## config.mk

```make
export PLATFORM = sky130hd
export DESIGN_NAME = mrd_param_gen
export DESIGN_NICKNAME = d
export VERILOG_FILES = /design/src/source/mrd_pkg.sv /design/src/source/mrd_size_rom.sv /design/src/source/mrd_factor_latch.sv /design/src/source/mrd_stride_calc.sv /design/src/source/mrd_twiddle_chain.sv /design/src/source/mrd_param_gen.sv
export VERILOG_INCLUDE_DIRS = /design/src /design/src/source
export SDC_FILE = /design/constraint.sdc
export NUM_CORES = 1
export LEC_CHECK = 0
export BUFFER_PORTS_ARGS = -buffer_cell sky130_fd_sc_hd__clkbuf_2
export CAP_MARGIN = 20
export CORE_MARGIN = 1.5
export CORE_UTILIZATION = 56
export DETAILED_ROUTE_END_ITERATION = 8
export GPL_ROUTABILITY_DRIVEN = 0
export PLACE_DENSITY = 0.81
export SLEW_MARGIN = 20
export SYNTH_ARGS = -nofsm -noshare
export SYNTH_HDL_FRONTEND = slang
export SYNTH_SLANG_ARGS = --single-unit
```

## constraint.sdc

```tcl
create_clock -name clk -period 3.5 [get_ports clk]
set_clock_uncertainty 0.15 [all_clocks]
set_input_delay 0.7 -clock clk [delete_from_list [all_inputs] [get_ports clk]]
set_output_delay 0.7 -clock clk [all_outputs]
set_load 0.01 [all_outputs]
```

## src/source/mrd_params.svh

```systemverilog
//--------------------
// mixed-radix DFT parameter generator
// widths and stage count shared by package and RTL
//--------------------
`ifndef MRD_PARAMS_SVH
`define MRD_PARAMS_SVH

// point count, up to 4095 points
`define MRD_PTS_W 12

// radix factor code, values 1..5
`define MRD_FACTOR_W 3

// butterfly stages per transform
`define MRD_STAGES 6

// size index and table word
`define MRD_SIZE_IDX_W 6
`define MRD_ROM_W 64

`endif

```

## src/source/mrd_pkg.sv

```systemverilog
//--------------------
// mixed-radix DFT parameter generator
// shared types for points, factors and table words
//--------------------
`include "mrd_params.svh"

package mrd_pkg;

	// single point count
	typedef logic [`MRD_PTS_W-1:0] pts_t;

	// single radix factor
	typedef logic [`MRD_FACTOR_W-1:0] factor_t;

	// one factor per stage, stage 0 in the low bits
	typedef logic [`MRD_STAGES-1:0][`MRD_FACTOR_W-1:0] factor_vec_t;

	// one point count per stage
	typedef logic [`MRD_STAGES-1:0][`MRD_PTS_W-1:0] pts_vec_t;

	// size table word
	typedef logic [`MRD_ROM_W-1:0] rom_word_t;

	// transform size selector
	typedef logic [`MRD_SIZE_IDX_W-1:0] size_idx_t;

endpackage

```

## src/source/mrd_size_rom.sv

```systemverilog
//--------------------
// size table front end
// sop delay line, two-word address sequencing and
// registered size table with load strobes
//--------------------
`timescale 1ns/10ps
`include "mrd_params.svh"

module mrd_size_rom
	import mrd_pkg::*;
(
	input  logic      clk,
	input  logic      rst_n,
	input  logic      sink_sop,
	input  size_idx_t size,
	output rom_word_t rom_q,
	output logic      load_cfg,
	output logic      load_aux
);

	// sop taps, [0] one cycle late .. [3] four cycles late
	logic [3:0] sop_q;
	// {size index, word select}
	logic [`MRD_SIZE_IDX_W:0] rd_addr;
	rom_word_t rom_rd;

	// word 0: size, base, factors 5..1, factor count
	function automatic rom_word_t cfg_word(input pts_t sz, input pts_t base,
		input factor_t f1, input factor_t f2, input factor_t f3,
		input factor_t f4, input factor_t f5);
		factor_t num;
		// stage 0 is always radix 4
		num = 3'd1 + factor_t'(f1 != 3'd1) + factor_t'(f2 != 3'd1) +
			factor_t'(f3 != 3'd1) + factor_t'(f4 != 3'd1) + factor_t'(f5 != 3'd1);
		cfg_word = {22'd0, num, f1, f2, f3, f4, f5, base, sz};
	endfunction

	// word 1: radix-2 stage and factor-5 flag
	function automatic rom_word_t aux_word(input logic f5_flag, input factor_t rdx2);
		aux_word = {60'd0, rdx2, f5_flag};
	endfunction

	function automatic rom_word_t table_word(input logic [`MRD_SIZE_IDX_W:0] a);
		case (a)
			{6'd0, 1'b0}: table_word = cfg_word(12'd1200, 12'd80, 3'd4, 3'd5, 3'd5, 3'd3, 3'd1);
			{6'd0, 1'b1}: table_word = aux_word(1'b1, 3'd7);
			{6'd1, 1'b0}: table_word = cfg_word(12'd1152, 12'd384, 3'd4, 3'd4, 3'd2, 3'd3, 3'd3);
			{6'd1, 1'b1}: table_word = aux_word(1'b0, 3'd3);
			{6'd2, 1'b0}: table_word = cfg_word(12'd960, 12'd64, 3'd4, 3'd4, 3'd5, 3'd3, 3'd1);
			{6'd2, 1'b1}: table_word = aux_word(1'b1, 3'd7);
			{6'd3, 1'b0}: table_word = cfg_word(12'd600, 12'd40, 3'd2, 3'd5, 3'd5, 3'd3, 3'd1);
			{6'd3, 1'b1}: table_word = aux_word(1'b1, 3'd1);
			{6'd4, 1'b0}: table_word = cfg_word(12'd12, 12'd4, 3'd3, 3'd1, 3'd1, 3'd1, 3'd1);
			{6'd4, 1'b1}: table_word = aux_word(1'b0, 3'd7);
			// unsupported sizes read back as zero
			default:      table_word = '0;
		endcase
	endfunction

	always_ff @(posedge clk) begin
		if (!rst_n) begin
			sop_q <= '0;
		end else begin
			sop_q <= {sop_q[2:0], sink_sop};
		end
	end

	// word 0 on sop, word 1 next cycle, size index held
	always_ff @(posedge clk) begin
		if (!rst_n) begin
			rd_addr <= '0;
		end else if (sink_sop) begin
			rd_addr <= {size, 1'b0};
		end else if (sop_q[0]) begin
			rd_addr <= {rd_addr[`MRD_SIZE_IDX_W:1], 1'b1};
		end
	end

	// table read plus output register, two-cycle read
	always_ff @(posedge clk) begin
		rom_rd <= table_word(rd_addr);
		rom_q  <= rom_rd;
	end

	// falling edges of the late taps line up with words 0 and 1
	assign load_cfg = sop_q[2] & ~sop_q[1];
	assign load_aux = sop_q[3] & ~sop_q[2];

endmodule

```

## src/source/mrd_factor_latch.sv

```systemverilog
//--------------------
// factor latch
// captures table words into factor, size and base registers
//--------------------
`timescale 1ns/10ps
`include "mrd_params.svh"

module mrd_factor_latch
	import mrd_pkg::*;
(
	input  logic        clk,
	input  logic        rst_n,
	input  rom_word_t   rom_q,
	input  logic        load_cfg,
	input  logic        load_aux,
	output factor_vec_t nf,
	output factor_t     num_of_factors,
	output factor_t     stage_of_rdx2,
	output pts_t        dft_size,
	output pts_t        div_base,
	output logic        factor_5,
	output logic        calc_start
);

	// first stage is always radix 4
	localparam factor_t FIRST_FACTOR = 3'd4;

	// stages 1..5 come from the table
	logic [`MRD_STAGES-1:1][`MRD_FACTOR_W-1:0] nf_q;

	// ---- word 0 ----
	// nf[5] sits lowest, at bit 24
	always_ff @(posedge clk) begin
		if (!rst_n) begin
			nf_q           <= '0;
			num_of_factors <= '0;
			dft_size       <= '0;
			div_base       <= '0;
		end else if (load_cfg) begin
			dft_size <= rom_q[11:0];
			div_base <= rom_q[23:12];
			for (int k = 1; k < `MRD_STAGES; k++) begin
				nf_q[k] <= rom_q[24 + 3*(`MRD_STAGES-1-k) +: 3];
			end
			num_of_factors <= rom_q[41:39];
		end
	end

	// ---- word 1 ----
	always_ff @(posedge clk) begin
		if (!rst_n) begin
			factor_5      <= 1'b0;
			stage_of_rdx2 <= '0;
			calc_start    <= 1'b0;
		end else begin
			// all fields settled, kick off the calculators
			calc_start <= load_aux;
			if (load_aux) begin
				factor_5      <= rom_q[0];
				stage_of_rdx2 <= rom_q[3:1];
			end
		end
	end

	assign nf = {nf_q, FIRST_FACTOR};

endmodule

```

## src/source/mrd_stride_calc.sv

```systemverilog
//--------------------
// points per butterfly group
// DFT size divided by each stage's factor
//--------------------
`timescale 1ns/10ps
`include "mrd_params.svh"

module mrd_stride_calc
	import mrd_pkg::*;
(
	input  logic        clk,
	input  logic        rst_n,
	input  logic        calc_start,
	input  factor_vec_t nf,
	input  pts_t        dft_size,
	input  pts_t        div_base,
	input  logic        factor_5,
	output pts_vec_t    dftpts_div_nf
);

	pts_t quarter;
	pts_t half;
	pts_t base_x3;
	pts_t base_x5;

	// base is N/3, or N/15 when 5 divides the size
	assign quarter = dft_size >> 2;
	assign half    = dft_size >> 1;
	assign base_x3 = div_base + (div_base << 1);
	assign base_x5 = div_base + (div_base << 2);

	always_ff @(posedge clk) begin
		if (!rst_n) begin
			dftpts_div_nf <= '0;
		end else if (calc_start) begin
			// stage 0 is radix 4 regardless of table
			dftpts_div_nf[0] <= quarter;
			for (int j = 1; j < `MRD_STAGES; j++) begin
				case (nf[j])
					3'd4:    dftpts_div_nf[j] <= quarter;
					3'd2:    dftpts_div_nf[j] <= half;
					3'd3:    dftpts_div_nf[j] <= factor_5 ? base_x5 : div_base;
					3'd5:    dftpts_div_nf[j] <= base_x3;
					// unused stage
					default: dftpts_div_nf[j] <= '0;
				endcase
			end
		end
	end

endmodule

```

## src/source/mrd_twiddle_chain.sv

```systemverilog
//--------------------
// twiddle denominators
// running product of factors, last stage first,
// one stage per cycle
//--------------------
`timescale 1ns/10ps
`include "mrd_params.svh"

module mrd_twiddle_chain
	import mrd_pkg::*;
(
	input  logic        clk,
	input  logic        rst_n,
	input  logic        calc_start,
	input  factor_vec_t nf,
	input  pts_t        dft_size,
	output pts_vec_t    twdl_demontr
);

	localparam int LAST = `MRD_STAGES - 1;

	// calc_start delayed, one tap per remaining stage
	logic [LAST-3:0] tap;
	pts_t den_q [1:LAST];

	// v times factor, shifts and adds only
	function automatic pts_t mul_factor(input pts_t v, input factor_t f);
		case (f)
			3'd2:    mul_factor = v << 1;
			3'd3:    mul_factor = v + (v << 1);
			3'd4:    mul_factor = v << 2;
			3'd5:    mul_factor = v + (v << 2);
			// factor 1 passes through
			default: mul_factor = v;
		endcase
	endfunction

	always_ff @(posedge clk) begin
		if (!rst_n) begin
			tap <= '0;
		end else begin
			tap <= {tap[LAST-4:0], calc_start};
		end
	end

	always_ff @(posedge clk) begin
		if (!rst_n) begin
			for (int k = 1; k <= LAST; k++) begin
				den_q[k] <= '0;
			end
		end else begin
			// top two stages straight from the factors
			if (calc_start) begin
				den_q[LAST]   <= pts_t'(nf[LAST]);
				den_q[LAST-1] <= mul_factor(pts_t'(nf[LAST]), nf[LAST-1]);
			end
			// walk down, stage 3 on tap 0 .. stage 1 on tap 2
			for (int k = 1; k <= LAST-2; k++) begin
				if (tap[LAST-2-k]) begin
					den_q[k] <= mul_factor(den_q[k+1], nf[k]);
				end
			end
		end
	end

	// entry 0 is the full size
	always_comb begin
		twdl_demontr[0] = dft_size;
		for (int k = 1; k <= LAST; k++) begin
			twdl_demontr[k] = den_q[k];
		end
	end

endmodule

```

## src/source/mrd_param_gen.sv

```systemverilog
//--------------------
// mixed-radix DFT parameter generator
// size table, factor latch, group sizes and twiddle chain
//--------------------
`timescale 1ns/10ps

module mrd_param_gen
	import mrd_pkg::*;
(
	input  logic        clk,
	input  logic        rst_n,
	input  logic        sink_sop,
	input  size_idx_t   size,
	output factor_vec_t nf,
	output factor_t     num_of_factors,
	output factor_t     stage_of_rdx2,
	output pts_vec_t    dftpts_div_nf,
	output pts_vec_t    twdl_demontr
);

	// table to latch
	rom_word_t rom_q;
	logic      load_cfg;
	logic      load_aux;

	// latch to calculators
	pts_t dft_size;
	pts_t div_base;
	logic factor_5;
	logic calc_start;

	mrd_size_rom u_size_rom (.clk(clk), .rst_n(rst_n), .sink_sop(sink_sop), .size(size),
		.rom_q(rom_q), .load_cfg(load_cfg), .load_aux(load_aux));

	mrd_factor_latch u_factor_latch (.clk(clk), .rst_n(rst_n), .rom_q(rom_q),
		.load_cfg(load_cfg), .load_aux(load_aux), .nf(nf),
		.num_of_factors(num_of_factors), .stage_of_rdx2(stage_of_rdx2),
		.dft_size(dft_size), .div_base(div_base), .factor_5(factor_5),
		.calc_start(calc_start));

	mrd_stride_calc u_stride_calc (.clk(clk), .rst_n(rst_n), .calc_start(calc_start),
		.nf(nf), .dft_size(dft_size), .div_base(div_base), .factor_5(factor_5),
		.dftpts_div_nf(dftpts_div_nf));

	// chain finishes three cycles after the group sizes
	mrd_twiddle_chain u_twiddle_chain (.clk(clk), .rst_n(rst_n),
		.calc_start(calc_start), .nf(nf), .dft_size(dft_size),
		.twdl_demontr(twdl_demontr));

endmodule

```

==> flow_metrics.tcl <==
set metrics [dict create \
    status "complete, no violations" \
    synthesis.instances 995 \
    start_kind "register" \
    synth_area_leaders "dfxtp_1 (32%), edfxtp_1 (11%), ha_1 (6.0%), nand2_1 (5.3%), a21oi_1 (4.6%)" \
    post_synth_num_cell_types 73 \
    final_cells 1325 \
    post-cts-setup-buffers 0 \
    async_reset_ff_frac 0 \
    hp-class "register to register" \
    path_class "register to register" \
    fillCellCount 1317 \
    track_usage 0.293 \
    synth-seq-area-share 0.437 \
    pin_count 177 \
    final_util 0.650 \
    cts_buffers 17 \
    overflow 0 \
    grt_max_degree 51 \
    clk_pin_slew_worst_paths_ns 0.06 \
    max_freq_ghz 0.355 \
    postCtsHoldBufs 0 \
    drtPass1Iterations 6 \
    dp_hpwl_mm 17.7 \
    die_w_um 131 \
    power_density_nw_per_um2 438 \
    root_buffer "clkbuf_16" \
    postRouteAntennaNets 0 \
    reg2reg_depth 7 \
    p_leak_nw 4.44 \
    vias 7974 \
    multi_input_area_um2 4600 \
    synth-edff-count 35 \
    rows 46 \
    nets 1158 \
    final_layout_size_suffix_gt1_frac 0.180 \
    ys.flop_type "dfxtp_1" \
    grt_pass1_vias 7179 \
    tightest_slew_ns 0.959 \
    drt-initial-drc-count 884 \
    synthTopCellsByCount "dfxtp_1 (148), nand2_1 (129), a21oi_1 (85)" \
    grt_pass1_wl_mm 38.1 \
    yosys.area.top_type "dfxtp_1" \
    timing.final.crit_share 0.805 \
    ff2ff_setup_slack_ns 0.68 \
    cts_sinks 183 \
    core_um2 15900 \
    start_util 0.576 \
    antenna_cells 0 \
    numPortBuffers 139 \
    synth-seq-cells 183 \
    antenna_found_initial 1 \
    crit_path_end_kind "register" \
    fp.dieArea_um2 17200 \
    synth_area_um2 9190 \
    setup_viol 0 \
    synth_warnings 0 \
    routed_wl_mm 25.1 \
    layout.area.seq_um2 4020 \
    crit-reg2reg-launch "u_twiddle_chain.den_q[0][25]" \
    drc 0 \
    cts_resized 0 \
    rsz0062_at_grt "false" \
    tns_ns 0 \
    critPathMaxFanout 10 \
    h-tree-depth 4 \
    drv_slew 0 \
    synthToLayoutAreaGrowth_pct 12.8 \
    cp_data_required_time_ns 3.53 \
    regToRegEndpoint "u_twiddle_chain.den_q[0][21]" \
    endpoint "u_twiddle_chain.den_q[0][21]" \
    max_cap_viol_count 0 \
    layout_min_cycle_time_ns 2.82 \
    avgSynthCellArea_um2 9.23 \
    viasPerCell 6.02 \
    finalHoldViolations 0 \
    yosysMostFrequentCell "dfxtp_1" \
    cp_data_arrival_time_ns 2.85 \
    wire_per_inst_um 18.9 \
    placed_cells 1294 \
    cp-startpoint "u_twiddle_chain.den_q[0][25]" \
    clockBufferDepth 2 \
    max-vdd-ir-drop_mv 0.373 \
    slew_headroom 0.359 \
    fp.dieH_um 131 \
    clock_latency_ns 0.44 \
    synth_top_area_share 0.323 \
    cts_tree "built" \
]
stage by stage:
step                hold WS, ns  area [um^2]  power (mW)  setup slack (ns)
finish                    0.176        10400        4.54             0.684
global placement          0.160         9770        2.59             0.842
CTS                       0.177        10400        4.55             0.712
detailed placement        0.162         9770        2.61             0.708
global route              0.186        10400        4.68             0.562
floorplan                 0.160         9320        2.55              1.01
layer usage:
layer,global-route usage,up-vias,wire [um]
li1,-,3696,-
met2,0.470,476,11900
met3,0.0662,101,2350
met5,0,-,0
met1,0.362,3701,9640
met4,0.175,0,1210
layout make-up:
cell class                      count  area share
Multi-Input combinational cell    719       0.444
Sequential cell                   183       0.387
Timing Repair Buffer              151      0.0758
Clock buffer                       18      0.0414
Tap cell                          216      0.0261
Clock inverter                     13      0.0164
Inverter                           25     0.00905
cell families (layout without fill, tap and decap cells):
family,Yosys count,in the layout,share of synthesized area
adder cells (fa/ha/maj),52,52,0.0774
AND/OR/NAND/NOR,298,298,0.145
multiplexers,35,35,0.0383
XOR/XNOR,17,17,0.0162
buffers and inverters,128,207,0.0772
other,2,37,0.000818
flip-flops,183,183,0.437
AO/OA/AOI/OAI,280,280,0.208
state kept, by name (all words and copies together), names as in the netlist:
register / cells
u_factor_latch.calc_start: 1
u_factor_latch.dft_size: 9
u_factor_latch.div_base: 3
u_factor_latch.factor_5: 1
u_factor_latch.nf: 7
u_factor_latch.num_of_factors: 2
u_factor_latch.stage_of_rdx2: 3
u_size_rom.rd_addr: 7
u_size_rom.rom_q: 21
u_size_rom.rom_rd: 21
u_size_rom.sop_q: 4
u_stride_calc.dftpts_div_nf: 66
u_twiddle_chain.den_q: 35
u_twiddle_chain.tap: 3
worst max-delay path, cell delays in order, from the launching register on:
cell,delay (ns)
edfxtp_1,0.57
ha_1,0.32
fa_1,0.42
a211oi_1,0.49
or4_1,0.20
o31ai_1,0.07
a311oi_1,0.24
a21oi_1,0.10
how the worst min path moves through the flow:
stage          slack (ns)                   end  cells after the start             startpoint
3_3_place_gp         0.16   u_size_rom.rom_q[4]                      0   u_size_rom.rom_rd[4]
5_1_grt              0.19  u_size_rom.rom_q[16]                      0  u_size_rom.rom_rd[16]
6_report             0.18  u_size_rom.rom_q[39]                      0  u_size_rom.rom_rd[39]
3_5_place_dp         0.16  u_size_rom.rom_q[40]                      0  u_size_rom.rom_rd[40]
2_1_floorplan        0.16   u_size_rom.rom_q[0]                      0   u_size_rom.rom_rd[0]
4_1_cts              0.18  u_size_rom.rom_q[40]                      0  u_size_rom.rom_rd[40]
report_power, final:
group / internal (mW) / total [mW] / switching [mW]
Clock: 1.13 / 1.98 / 0.846
Sequential: 2.22 / 2.27 / 0.0578
Combinational: 0.101 / 0.291 / 0.190
Total: 3.45 / 4.54 / 1.09
placed cells by master, fill, tap and decap left out, types with 5 or more instances in the layout:
cell type,synthesis,layout
a211oi_1,21,21
a21o_1,13,13
a21oi_1,85,85
a221oi_1,7,7
a22o_1,5,5
a22oi_1,7,7
a31oi_1,5,5
a32oi_1,9,9
and2_1,7,7
and3_1,9,9
buf_4,53,12
clkbuf_16,0,17
clkbuf_2,0,139
conb_1,2,37
dfxtp_1,148,147
edfxtp_1,35,35
fa_1,8,8
ha_1,44,44
inv_1,22,22
mux2i_1,34,34
nand2_1,129,129
nand2b_1,14,14
nand3_1,11,11
nor2_1,76,75
nor2b_1,12,12
nor3_1,20,20
o211ai_1,8,8
o21a_1,6,6
o21ai_0,47,47
o21bai_1,9,9
o221ai_1,12,12
or3_1,5,5
xnor2_1,10,10
xor2_1,7,7
Note: power is estimated with default switching activity, not from simulation.
